[src/verilog/matrix_game_defines.svh]
// Build-time constants for the falling-dot game on the MAX7219 matrix
// Include in any RTL or testbench file that needs timing, background or spawn values
`ifndef MATRIX_GAME_DEFINES_SVH
`define MATRIX_GAME_DEFINES_SVH

// Timing in clock_50 cycles
`define MG_DEBOUNCE_CYCLES 4
`define MG_FALL_TICKS      2000
`define MG_SCLK_HALF       2
`define MG_QUEUE_DEPTH     2
`define MG_INTENSITY       4'hA

// Fixed background, bit j is column j
`define MG_BG_ROW0 8'b00000000
`define MG_BG_ROW1 8'b00000000
`define MG_BG_ROW2 8'b11100000
`define MG_BG_ROW3 8'b00000000
`define MG_BG_ROW4 8'b11100000
`define MG_BG_ROW5 8'b00000000
`define MG_BG_ROW6 8'b00000000
`define MG_BG_ROW7 8'b00000000

`define MG_SPAWN_ROW 3'd7
`define MG_SPAWN_COL 3'd4

`endif

[src/verilog/matrix_game_pkg.sv]
// Shared types for the falling-dot game
// RTL and testbench reach these by scoped name
package matrix_game_pkg;

	typedef enum logic [1:0] {
		GS_IDLE,
		GS_FALL,
		GS_LANDED
	} game_state_t;

	// MAX7219 register addresses
	typedef enum logic [3:0] {
		REG_DIGIT0     = 4'd1,
		REG_DIGIT1     = 4'd2,
		REG_DIGIT2     = 4'd3,
		REG_DIGIT3     = 4'd4,
		REG_DIGIT4     = 4'd5,
		REG_DIGIT5     = 4'd6,
		REG_DIGIT6     = 4'd7,
		REG_DIGIT7     = 4'd8,
		REG_DECODE     = 4'd9,
		REG_INTENSITY  = 4'd10,
		REG_SCAN_LIMIT = 4'd11,
		REG_SHUTDOWN   = 4'd12
	} max_reg_t;

	typedef logic [7:0] frame_row_t;
	typedef logic [2:0] row_idx_t;
	typedef logic [2:0] col_idx_t;

	// Upper nibble zero, then address, then data
	typedef logic [15:0] max_word_t;

endpackage

[src/verilog/button_debounce.sv]
// Conditions one active-low push button
// Synchronises the pin, waits for a stable level and emits a one-cycle press pulse
`timescale 1ns/100ps
`include "matrix_game_defines.svh"

module button_debounce (
	input  logic clock_50,
	input  logic rst_n,
	input  logic btn_n,
	output logic press
);
	localparam int CNT_W = $clog2(`MG_DEBOUNCE_CYCLES + 1);

	logic [1:0]       sync;
	logic             level;
	logic [CNT_W-1:0] stable_cnt;

	always_ff @(posedge clock_50 or negedge rst_n) begin
		if (!rst_n) begin
			sync       <= 2'b00;
			level      <= 1'b0;
			stable_cnt <= '0;
			press      <= 1'b0;
		end else begin
			// Inverted so that a pressed button reads high
			sync  <= {sync[0], ~btn_n};
			press <= 1'b0;
			if (sync[1] == level) begin
				stable_cnt <= '0;
			end else if (stable_cnt == CNT_W'(`MG_DEBOUNCE_CYCLES - 1)) begin
				// Accept the new level and pulse only when it is a press
				level      <= sync[1];
				stable_cnt <= '0;
				press      <= sync[1];
			end else begin
				stable_cnt <= stable_cnt + CNT_W'(1);
			end
		end
	end

endmodule

[src/verilog/dot_controller.sv]
// Game logic for the falling dot
// Steps the dot down on each fall tick and shifts it sideways on left or right presses
// The dot lands on the bottom row or on top of a lit background cell
`timescale 1ns/100ps
`include "matrix_game_defines.svh"

module dot_controller (
	input  logic                      clock_50,
	input  logic                      rst_n,
	input  logic                      start_press,
	input  logic                      left_press,
	input  logic                      right_press,
	output matrix_game_pkg::row_idx_t dot_row,
	output matrix_game_pkg::col_idx_t dot_col
);
	localparam int TICK_W = $clog2(`MG_FALL_TICKS);

	// Background map, cell (row, col) sits at bit 8*row+col
	localparam logic [63:0] BG_MAP = {
		`MG_BG_ROW7, `MG_BG_ROW6, `MG_BG_ROW5, `MG_BG_ROW4,
		`MG_BG_ROW3, `MG_BG_ROW2, `MG_BG_ROW1, `MG_BG_ROW0
	};

	matrix_game_pkg::game_state_t state;
	logic [TICK_W-1:0]            tick_cnt;
	logic                         fall_tick;
	matrix_game_pkg::row_idx_t    row_below;
	matrix_game_pkg::col_idx_t    col_left;
	matrix_game_pkg::col_idx_t    col_right;
	logic                         blocked_below;
	logic                         blocked_left;
	logic                         blocked_right;

	assign fall_tick     = (tick_cnt == TICK_W'(`MG_FALL_TICKS - 1));
	assign row_below     = dot_row - 3'd1;
	// Left rotates the column index up, right rotates it down
	assign col_left      = dot_col + 3'd1;
	assign col_right     = dot_col - 3'd1;
	assign blocked_below = (dot_row == 3'd0) || BG_MAP[{row_below, dot_col}];
	assign blocked_left  = BG_MAP[{dot_row, col_left}];
	assign blocked_right = BG_MAP[{dot_row, col_right}];

	// Fall tick counter, held at zero outside the falling state
	always_ff @(posedge clock_50 or negedge rst_n) begin
		if (!rst_n) begin
			tick_cnt <= '0;
		end else if (state != matrix_game_pkg::GS_FALL || fall_tick) begin
			tick_cnt <= '0;
		end else begin
			tick_cnt <= tick_cnt + TICK_W'(1);
		end
	end

	always_ff @(posedge clock_50 or negedge rst_n) begin
		if (!rst_n) begin
			state   <= matrix_game_pkg::GS_IDLE;
			dot_row <= `MG_SPAWN_ROW;
			dot_col <= `MG_SPAWN_COL;
		end else begin
			case (state)
				matrix_game_pkg::GS_IDLE: begin
					dot_row <= `MG_SPAWN_ROW;
					dot_col <= `MG_SPAWN_COL;
					if (start_press) begin
						state <= matrix_game_pkg::GS_FALL;
					end
				end
				matrix_game_pkg::GS_FALL: begin
					// The tick wins over a sideways press in the same cycle
					if (fall_tick) begin
						if (blocked_below) begin
							state <= matrix_game_pkg::GS_LANDED;
						end else begin
							dot_row <= row_below;
						end
					end else if (left_press && !blocked_left) begin
						dot_col <= col_left;
					end else if (right_press && !blocked_right) begin
						dot_col <= col_right;
					end
				end
				matrix_game_pkg::GS_LANDED: begin
					if (start_press) begin
						state   <= matrix_game_pkg::GS_IDLE;
						dot_row <= `MG_SPAWN_ROW;
						dot_col <= `MG_SPAWN_COL;
					end
				end
				default: state <= matrix_game_pkg::GS_IDLE;
			endcase
		end
	end

endmodule

[src/verilog/frame_composer.sv]
// Builds the MAX7219 word stream
// Sends the start-up commands once, then refreshes digit rows 0 to 7 forever
// A word is issued only while a serializer credit is held
`timescale 1ns/100ps
`include "matrix_game_defines.svh"

module frame_composer (
	input  logic                       clock_50,
	input  logic                       rst_n,
	input  matrix_game_pkg::row_idx_t  dot_row,
	input  matrix_game_pkg::col_idx_t  dot_col,
	input  logic                       credit_return,
	output logic                       word_valid,
	output matrix_game_pkg::max_word_t word
);
	localparam int         CREDIT_W   = $clog2(`MG_QUEUE_DEPTH + 1);
	localparam logic [3:0] POS_DIGIT0 = 4'd4;
	localparam logic [3:0] POS_DIGIT7 = 4'd11;
	localparam logic [3:0] DIGIT_BASE = matrix_game_pkg::REG_DIGIT0;
	localparam logic [63:0] BG_MAP = {
		`MG_BG_ROW7, `MG_BG_ROW6, `MG_BG_ROW5, `MG_BG_ROW4,
		`MG_BG_ROW3, `MG_BG_ROW2, `MG_BG_ROW1, `MG_BG_ROW0
	};

	logic [3:0]                  seq_pos;
	logic [CREDIT_W-1:0]         credit_cnt;
	logic                        issue;
	matrix_game_pkg::row_idx_t   digit_idx;
	matrix_game_pkg::frame_row_t frame_row;
	matrix_game_pkg::max_word_t  next_word;

	assign issue     = (credit_cnt != '0);
	assign digit_idx = 3'(seq_pos - POS_DIGIT0);

	// Background row with the dot laid over it
	always_comb begin
		frame_row = BG_MAP[{digit_idx, 3'd0} +: 8];
		if (dot_row == digit_idx) begin
			frame_row[dot_col] = 1'b1;
		end
	end

	always_comb begin
		case (seq_pos)
			4'd0:    next_word = {4'h0, matrix_game_pkg::REG_DECODE, 8'h00};
			4'd1:    next_word = {4'h0, matrix_game_pkg::REG_INTENSITY, 4'h0, `MG_INTENSITY};
			4'd2:    next_word = {4'h0, matrix_game_pkg::REG_SCAN_LIMIT, 8'h07};
			4'd3:    next_word = {4'h0, matrix_game_pkg::REG_SHUTDOWN, 8'h01};
			default: next_word = {4'h0, DIGIT_BASE + {1'b0, digit_idx}, frame_row};
		endcase
	end

	always_ff @(posedge clock_50 or negedge rst_n) begin
		if (!rst_n) begin
			seq_pos    <= '0;
			credit_cnt <= CREDIT_W'(`MG_QUEUE_DEPTH);
			word_valid <= 1'b0;
		end else begin
			word_valid <= issue;
			credit_cnt <= credit_cnt - CREDIT_W'(issue) + CREDIT_W'(credit_return);
			// No credit means hold the current position
			if (issue) begin
				seq_pos <= (seq_pos == POS_DIGIT7) ? POS_DIGIT0 : seq_pos + 4'd1;
			end
		end
	end

	always_ff @(posedge clock_50) begin
		if (issue) begin
			word <= next_word;
		end
	end

endmodule

[src/verilog/max7219_serializer.sv]
// Serial link to the MAX7219
// Queues incoming words and shifts each one out MSB first on din, framed by ncs
// One credit goes back to the composer per finished word
`timescale 1ns/100ps
`include "matrix_game_defines.svh"

module max7219_serializer (
	input  logic                       clock_50,
	input  logic                       rst_n,
	input  logic                       word_valid,
	input  matrix_game_pkg::max_word_t word,
	output logic                       max7219_din,
	output logic                       max7219_ncs,
	output logic                       max7219_clk,
	output logic                       credit_return
);
	localparam int PTR_W = $clog2(`MG_QUEUE_DEPTH);
	localparam int CNT_W = $clog2(`MG_QUEUE_DEPTH + 1);
	localparam int DIV_W = $clog2(`MG_SCLK_HALF + 1);

	typedef enum logic [1:0] {SH_IDLE, SH_SHIFT, SH_GAP} shift_state_t;

	matrix_game_pkg::max_word_t q_mem [`MG_QUEUE_DEPTH];
	logic [PTR_W-1:0]           wr_ptr;
	logic [PTR_W-1:0]           rd_ptr;
	logic [CNT_W-1:0]           q_cnt;
	shift_state_t               state;
	matrix_game_pkg::max_word_t shift_reg;
	logic [3:0]                 bit_cnt;
	logic [DIV_W-1:0]           div_cnt;
	logic                       half_done;
	logic                       start;

	assign half_done = (div_cnt == DIV_W'(`MG_SCLK_HALF - 1));
	// Next word may start straight out of the ncs high gap
	assign start = (q_cnt != '0) &&
		(state == SH_IDLE || (state == SH_GAP && half_done));

	// ##################################################
	// Word queue
	always_ff @(posedge clock_50) begin
		if (word_valid) begin
			q_mem[wr_ptr] <= word;
		end
	end

	always_ff @(posedge clock_50 or negedge rst_n) begin
		if (!rst_n) begin
			wr_ptr <= '0;
			rd_ptr <= '0;
			q_cnt  <= '0;
		end else begin
			if (word_valid) begin
				wr_ptr <= (wr_ptr == PTR_W'(`MG_QUEUE_DEPTH - 1)) ? '0 : wr_ptr + PTR_W'(1);
			end
			if (start) begin
				rd_ptr <= (rd_ptr == PTR_W'(`MG_QUEUE_DEPTH - 1)) ? '0 : rd_ptr + PTR_W'(1);
			end
			q_cnt <= q_cnt + CNT_W'(word_valid) - CNT_W'(start);
		end
	end

	// ##################################################
	// Shifter and serial clock
	always_ff @(posedge clock_50 or negedge rst_n) begin
		if (!rst_n) begin
			state         <= SH_IDLE;
			shift_reg     <= '0;
			bit_cnt       <= '0;
			div_cnt       <= '0;
			max7219_din   <= 1'b0;
			max7219_ncs   <= 1'b1;
			max7219_clk   <= 1'b0;
			credit_return <= 1'b0;
		end else begin
			div_cnt       <= (half_done || state == SH_IDLE) ? '0 : div_cnt + DIV_W'(1);
			credit_return <= (state == SH_GAP) && half_done;
			if (start) begin
				state       <= SH_SHIFT;
				shift_reg   <= q_mem[rd_ptr];
				max7219_din <= q_mem[rd_ptr][15];
				max7219_ncs <= 1'b0;
				bit_cnt     <= '0;
			end else begin
				case (state)
					SH_SHIFT: begin
						if (half_done && !max7219_clk) begin
							max7219_clk <= 1'b1;
						end else if (half_done) begin
							// Falling edge closes the bit, din moves with it
							max7219_clk <= 1'b0;
							if (bit_cnt == 4'd15) begin
								max7219_ncs <= 1'b1;
								max7219_din <= 1'b0;
								state       <= SH_GAP;
							end else begin
								shift_reg   <= {shift_reg[14:0], 1'b0};
								max7219_din <= shift_reg[14];
								bit_cnt     <= bit_cnt + 4'd1;
							end
						end
					end
					SH_GAP: begin
						if (half_done) begin
							state <= SH_IDLE;
						end
					end
					default: state <= SH_IDLE;
				endcase
			end
		end
	end

endmodule

[src/verilog/matrix_game_top.sv]
// Top level of the falling-dot game
// Buttons feed the dot controller, whose cell the composer turns into MAX7219 words
// The serializer drives the matrix pins
`timescale 1ns/100ps

module matrix_game_top (
	input  logic clock_50,
	input  logic rst_n,
	input  logic start_btn_n,
	input  logic left_btn_n,
	input  logic right_btn_n,
	output logic max7219_din,
	output logic max7219_ncs,
	output logic max7219_clk
);
	logic                       start_press;
	logic                       left_press;
	logic                       right_press;
	matrix_game_pkg::row_idx_t  dot_row;
	matrix_game_pkg::col_idx_t  dot_col;
	logic                       word_valid;
	matrix_game_pkg::max_word_t word;
	logic                       credit_return;

	// ##################################################
	// Button conditioning
	button_debounce u_start_btn (
		.clock_50(clock_50),
		.rst_n(rst_n),
		.btn_n(start_btn_n),
		.press(start_press)
	);
	button_debounce u_left_btn (
		.clock_50(clock_50),
		.rst_n(rst_n),
		.btn_n(left_btn_n),
		.press(left_press)
	);
	button_debounce u_right_btn (
		.clock_50(clock_50),
		.rst_n(rst_n),
		.btn_n(right_btn_n),
		.press(right_press)
	);

	// ##################################################
	// Game, frame and serial link
	dot_controller u_dot (
		.clock_50(clock_50),
		.rst_n(rst_n),
		.start_press(start_press),
		.left_press(left_press),
		.right_press(right_press),
		.dot_row(dot_row),
		.dot_col(dot_col)
	);

	frame_composer u_composer (
		.clock_50(clock_50),
		.rst_n(rst_n),
		.dot_row(dot_row),
		.dot_col(dot_col),
		.credit_return(credit_return),
		.word_valid(word_valid),
		.word(word)
	);

	max7219_serializer u_serializer (
		.clock_50(clock_50),
		.rst_n(rst_n),
		.word_valid(word_valid),
		.word(word),
		.max7219_din(max7219_din),
		.max7219_ncs(max7219_ncs),
		.max7219_clk(max7219_clk),
		.credit_return(credit_return)
	);

endmodule

[config.mk]
export PLATFORM = sky130hd
export DESIGN_NAME = matrix_game_top
export DESIGN_NICKNAME = d
export VERILOG_FILES = /design/src/verilog/matrix_game_pkg.sv /design/src/verilog/button_debounce.sv /design/src/verilog/dot_controller.sv /design/src/verilog/frame_composer.sv /design/src/verilog/max7219_serializer.sv /design/src/verilog/matrix_game_top.sv
export VERILOG_INCLUDE_DIRS = /design/src /design/src/verilog
export SDC_FILE = /design/constraint.sdc
export NUM_CORES = 1
export LEC_CHECK = 0
export ABC_AREA = 1
export BUFFER_PORTS_ARGS = -buffer_cell sky130_fd_sc_hd__buf_4
export CAP_MARGIN = 20
export CORE_UTILIZATION = 46
export DETAILED_ROUTE_END_ITERATION = 6
export GPL_ROUTABILITY_DRIVEN = 0
export GPL_TIMING_DRIVEN = 0
export PLACE_DENSITY = 0.69
export SYNTH_ARGS = -nofsm -noshare
export SYNTH_HDL_FRONTEND = slang
export SYNTH_SLANG_ARGS = --single-unit
[constraint.sdc]
create_clock -name clock_50 -period 2.4 [get_ports clock_50]
set_clock_uncertainty 0.1 [all_clocks]
set_input_delay 0.24 -clock clock_50 [delete_from_list [all_inputs] [get_ports clock_50]]
set_output_delay 0.24 -clock clock_50 [all_outputs]
set_load 0.01 [all_outputs]
# After elaboration in Yosys (flattened, before gate mapping)
# Memory sizes are Yosys's and may differ from the RTL's.
# Index checks and enable logic that the tools add are counted.
# classes
add_sub_neg,18
n_lt_le_gt_ge,5
eq_ne,32
shift,1
muxes,68
n_bitwise,8
reduce_logical,35
# op_table
op,count
$mux W15,5
$shiftx A64 B7 Y8 const A,1
$pmux W12 S4,1
$mux W3,13
$mux W1,26
$mux W4,6
$reduce_and A4 Y1,6
$lt A6 B7 Y1 const B,3
$mux W2,10
$pmux W3 S3,2
$add A3 B1 Y3 const B,4
$ne A3 B1 Y1 const B,4
$reduce_bool A2 Y1,6
$add A11 B1 Y11 const B,1
$eq A11 B11 Y1 const B,1
$mux W11,1
$ne A2 B1 Y1 const B,5
$eq A3 B2 Y1 const B,3
$add A4 B1 Y4 const B,2
$eq A4 B2 Y1 const B,2
$eq A4 B4 Y1 const B,2
$mux W8,1
$ne A2 B2 Y1 const B,4
$or A8 B8 Y8,1
other kinds (28),57
# word_totals
regBits,94
ram_bits,32
romBits,192
in_bits,5
output_inout_bits,3
elab_cells,202
memories,4
# memory_table
memory,words,word_bits,read_ports,rd_clocked_by_memory_dff,write_ports,line,text
(no name shown),64,1,1,0,0,dot_controller.sv:39,"assign blocked_below = (dot_row == 3'd0) || BG_MAP[{row_below, dot_col}];"
(no name shown),64,1,1,0,0,dot_controller.sv:40,"assign blocked_left = BG_MAP[{dot_row, col_left}];"
(no name shown),64,1,1,0,0,dot_controller.sv:41,"assign blocked_right = BG_MAP[{dot_row, col_right}];"
u_serializer.q_mem,2,16,1,0,1,max7219_serializer.sv:23,matrix_game_pkg::max_word_t q_mem [`MG_QUEUE_DEPTH];

# Depth between registers and ports, before layout
# depth
word_depth,9
depth_mapped,12
depth_no_buf,12

# Cells and area by module
# Synthesis repeated with hierarchy kept, for this count alone.
# hier_totals
hier_cells,618
hier_area_um2,5845.6
# modules_own_cells
module,instances,cells_each,area_each_um2,seq_area_each_um2
max7219_serializer,1,274,2732.6,1737.9
dot_controller,1,160,1281.2,480.5
frame_composer,1,100,1024.7,536.8
button_debounce,3,28,269.0,175.2

# Worst setup path before layout
# OpenSTA, ideal clock, no wires.
# synth_timing
kind,reg-to-reg
startpoint,register u_serializer.div_cnt[0]
endpoint,register u_serializer.q_cnt[1]
setup_ns,0.123
arrival_ns,1.779
required_time_ns,2.177
setup_slack_ns,0.399
path_stages_with_launch,11
n_path_buf,1
synth_period_minus_slack_ns,2.001
path_cell_list,dfrtp_1 > ha_1 > inv_1 > a21oi_1 > o21ai_2 > clkinv_2 > buf_6 > ha_1 > inv_1 > ha_1 > xnor2_1
# synth_between
elab_chain_cells,5
# synth_lines
element,line,text
from (decl),max7219_serializer.sv:30,logic [DIV_W-1:0] div_cnt;
from (signal assigned),max7219_serializer.sv:76,div_cnt <= (half_done || state == SH_IDLE) ? '0 : div_cnt + DIV_W'(1);
$eq A2 B1 Y1,max7219_serializer.sv:34,assign half_done = (div_cnt == DIV_W'(`MG_SCLK_HALF - 1));
$logic_and A1 B1 Y1,max7219_serializer.sv:37,(state == SH_IDLE || (state == SH_GAP && half_done));
$logic_or A1 B1 Y1,max7219_serializer.sv:37,
$logic_and A1 B1 Y1,max7219_serializer.sv:36,assign start = (q_cnt != '0) &&
via u_serializer.start,max7219_serializer.sv:32,logic start;
$sub A2 B1 Y2,max7219_serializer.sv:59,q_cnt <= q_cnt + CNT_W'(word_valid) - CNT_W'(start);
to (signal assigned),max7219_serializer.sv:59,
to (decl),max7219_serializer.sv:26,logic [CNT_W-1:0] q_cnt;
# The timed path passes the listed nets, and every way through them passes these cells.
# A chain may end at the register's enable or synchronous reset.

# Final worst setup path
# Same ends and word-level chain as after synthesis.

==> impl_metrics.yaml <==
global_route:
  grt_pass1_wl_mm: 14.6
  grt_pass1_vias: 3352
  grt_max_degree: 79
  antenna_found_initial: 0
  grtUsageTotal: 0.168
  grt-ovfl-total: 0
synthesis:
  syn-num-nets: 524
  synth_flop_cell: "dfrtp_1"
  post_synth_instance_area_um2: 5060
  yosysUniqueCellTypes: 34
  synth_edf_count: 36
  synth_seq_area_share: 0.601
  synth_async_sr_flop_share: 0.684
  synth_cells: 498
  ys_ff_latch: 114
  ys_warn_count: 0
  avgSynthCellArea_um2: 10.2
setup_path:
  r2r_cells: 10
  rrSetupSlack_ns: 0.23
  cp.required_ns: 2.69
  worstSetupPathType: "reg2reg"
  cp-start-kind: "flip-flop"
  crit_fanout: 10
  cp.arrival_ns: 2.46
  crit_path_end_kind: "flip-flop"
power_and_ir_drop:
  switching_share: 0.265
  power_frac_comb: 0.136
  power_per_cell_area_nw_per_um2: 920
  ir_drop_mv: 0.804
  power_frac_seq: 0.420
  p_leak_uw: 0.00257
  p_int_uw: 4020
  p_clk_frac: 0.443
  total_power_uw: 5460
  power_switching_uw: 1450
detailed_routing:
  vias: 3325
  wl_mm: 8.27
  drtPass1Iterations: 4
  wl_per_cell_um: 12.2
  drc_errors: 0
  drtIter0Drc: 133
  vias_per_cell: 4.90
  antenna_left: 0
run:
  max_cap_viol_count: 0
sta:
  tns_ns: 0
  drv_slew: 0
  whs_ns: 0.112
  hold_viol: 0
  period_share: 0.902
  finalCriticalPeriod_ns: 2.17
  rsz0062_at_grt: "no"
  finalSetupViolCount: 0
  tightest_slew_ns: 0.979
  timing.slew.headroom: 0.345
  fmax_mhz: 462
cells_and_area:
  fin_util: 0.565
  diodes: 0
  largest_register_ffs: 24
  synthToLayoutAreaGrowth_pct: 17.4
  finalNetCount: 555
  drive_above_1_share: 0.140
  fin_area_um2: 5940
floorplanning:
  die_area_um2: 11400
  start_util: 0.481
  core_um2: 10500
  ios: 8
  row_count: 37
  die_h_um: 107
  die_x_um: 107
placed_design:
  dp_hpwl_mm: 5.53
  io_buffers: 7
  placed_cell_area_um2: 5280
clocking:
  cts.sinks: 114
  post_cts_buffers: 0
  insertion_delay_ns: 0.51
  cts_root_buffer: "clkbuf_8"
  clk_pin_slew_ns: 0.06
  numCtsBuffers: 17
  cts_tree: "done"
  cts.path.max_buffers: 2
  htreeDepth: 4
min_path:
  hold_path.class: "in2async"
outcome:
  status: "complete, no violations"
==> Yosys cell counts, types with 2 or more instances <==
cell type,instances,area [um^2]
nand2_1,110,413
o21ai_2,2,17.5
nand2_2,3,18.8
xor2_1,6,52.6
nor2_4,3,33.8
nand3_1,35,175
inv_2,4,15.0
inv_1,53,199
nor2_1,38,143
xnor2_1,11,96.3
edfxtp_1,36,1080
nand4_1,3,18.8
clkbuf_1,2,7.51
dfrtp_1,72,1800
o211ai_1,12,90.1
nor3_1,12,60.1
buf_6,3,33.8
or2_2,12,75.1
dfstp_2,6,158
o21ai_0,24,120
nand2_4,3,33.8
o31ai_1,2,15.0
ha_1,21,263
o21ai_1,3,15.0
a21oi_1,13,65.1
==> worst paths after layout <==
| path | start | endpoint |
|---|---|---|
| max | u_serializer.div_cnt[0]$_DFF_PN0_ | u_serializer.q_cnt[1]$_DFF_PN0_ |
| min | rst_n | u_serializer.bit_cnt[2]$_DFFE_PN0P_ |
| max reg2reg | u_serializer.div_cnt[0]$_DFF_PN0_ | u_serializer.q_cnt[1]$_DFF_PN0_ |
| min reg2reg | u_left_btn.sync[0]$_DFF_PN0_ | u_left_btn.sync[1]$_DFF_PN0_ |
| max in group asynchronous | rst_n | u_dot.dot_col[2]$_DFFE_PN1P_ |
| min in group clock_50 | u_left_btn.sync[0]$_DFF_PN0_ | u_left_btn.sync[1]$_DFF_PN0_ |
==> power groups by stage <==
stage,logic [uW],registers (uW),clock network (uW)
4_1_cts,753,2300,2470
3_5_place_dp,732,2330,0
6_report,746,2300,2420
3_3_place_gp,702,2320,0
5_1_grt,885,2320,2570
2_1_floorplan,585,2290,0
==> what timing repair did <==
item	4_1_cts	5_1_grt
setup endpoints to repair	0	1
hold endpoints to repair	75	0
hold buffers	4	0
gates resized for setup	0	1
==> final cells by class <==
cell class              instances  area [um^2]
well taps                     136          170
repair buffers                 12          120
flip-flops and latches        114         3040
clock buffers                  17          414
inverters                      58          219
plain buffers                   6         48.8
fillers                       858         4570
multi-input cells             320         1760
clock inverters                15          166
==> per-layer routing <==
| layer | GRT usage | part of all wire |
|---|---|---|
| met5 | 0 | 0 |
| met4 | 0.0753 | 0.016 |
| met3 | 0.0565 | 0.024 |
| met2 | 0.278 | 0.50 |
| met1 | 0.197 | 0.46 |
==> cells in the final DEF (no fill, tap or decap), types with 3 or more instances in the layout <==
cell / synthesis / routed
a21oi_1: 13 / 13
buf_4: 1 / 8
buf_6: 3 / 3
bufinv_16: 0 / 3
clkbuf_16: 0 / 16
clkinv_1: 0 / 3
clkinv_2: 1 / 3
clkinvlp_4: 0 / 5
dfrtp_1: 72 / 72
dfstp_2: 6 / 6
dlygate4sd3_1: 0 / 4
edfxtp_1: 36 / 36
ha_1: 21 / 21
inv_1: 53 / 53
inv_2: 4 / 4
nand2_1: 110 / 110
nand2_2: 3 / 3
nand2_4: 3 / 3
nand3_1: 35 / 35
nand4_1: 3 / 3
nor2_1: 38 / 38
nor2_4: 3 / 3
nor3_1: 12 / 12
o211ai_1: 12 / 12
o21ai_0: 24 / 24
o21ai_1: 3 / 3
or2_2: 12 / 12
xnor2_1: 11 / 11
xor2_1: 6 / 6
==> critical path: stages (launching register included) <==
cell and delay [ns]:
dfrtp_1 0.38, ha_1 0.28, inv_1 0.10, a21oi_1 0.10, o21ai_4 0.15, clkinv_2 0.16, buf_6 0.17, ha_1 0.27
inv_1 0.04, ha_1 0.17, xnor2_1 0.12
==> logic make-up after synthesis <==
group,Yosys count,share of synthesized area
AOI/OAI and AO/OA,58,0.0663
DFF,114,0.601
and+or+nand+nor,224,0.199
buffers and inverters,64,0.0529
xor gates and xnor gates,17,0.0294
adders and majority gates,21,0.0519
==> through the flow <==
step | setup WS (ns) | cells
after floorplan | 0.399 | 498
after global placement | 0.217 | 641
after detailed placement | 0.166 | 641
after CTS | 0.157 | 677
after global routing | 0.0553 | 678
final | 0.234 | 678
(Power assumes the default switching activity.)
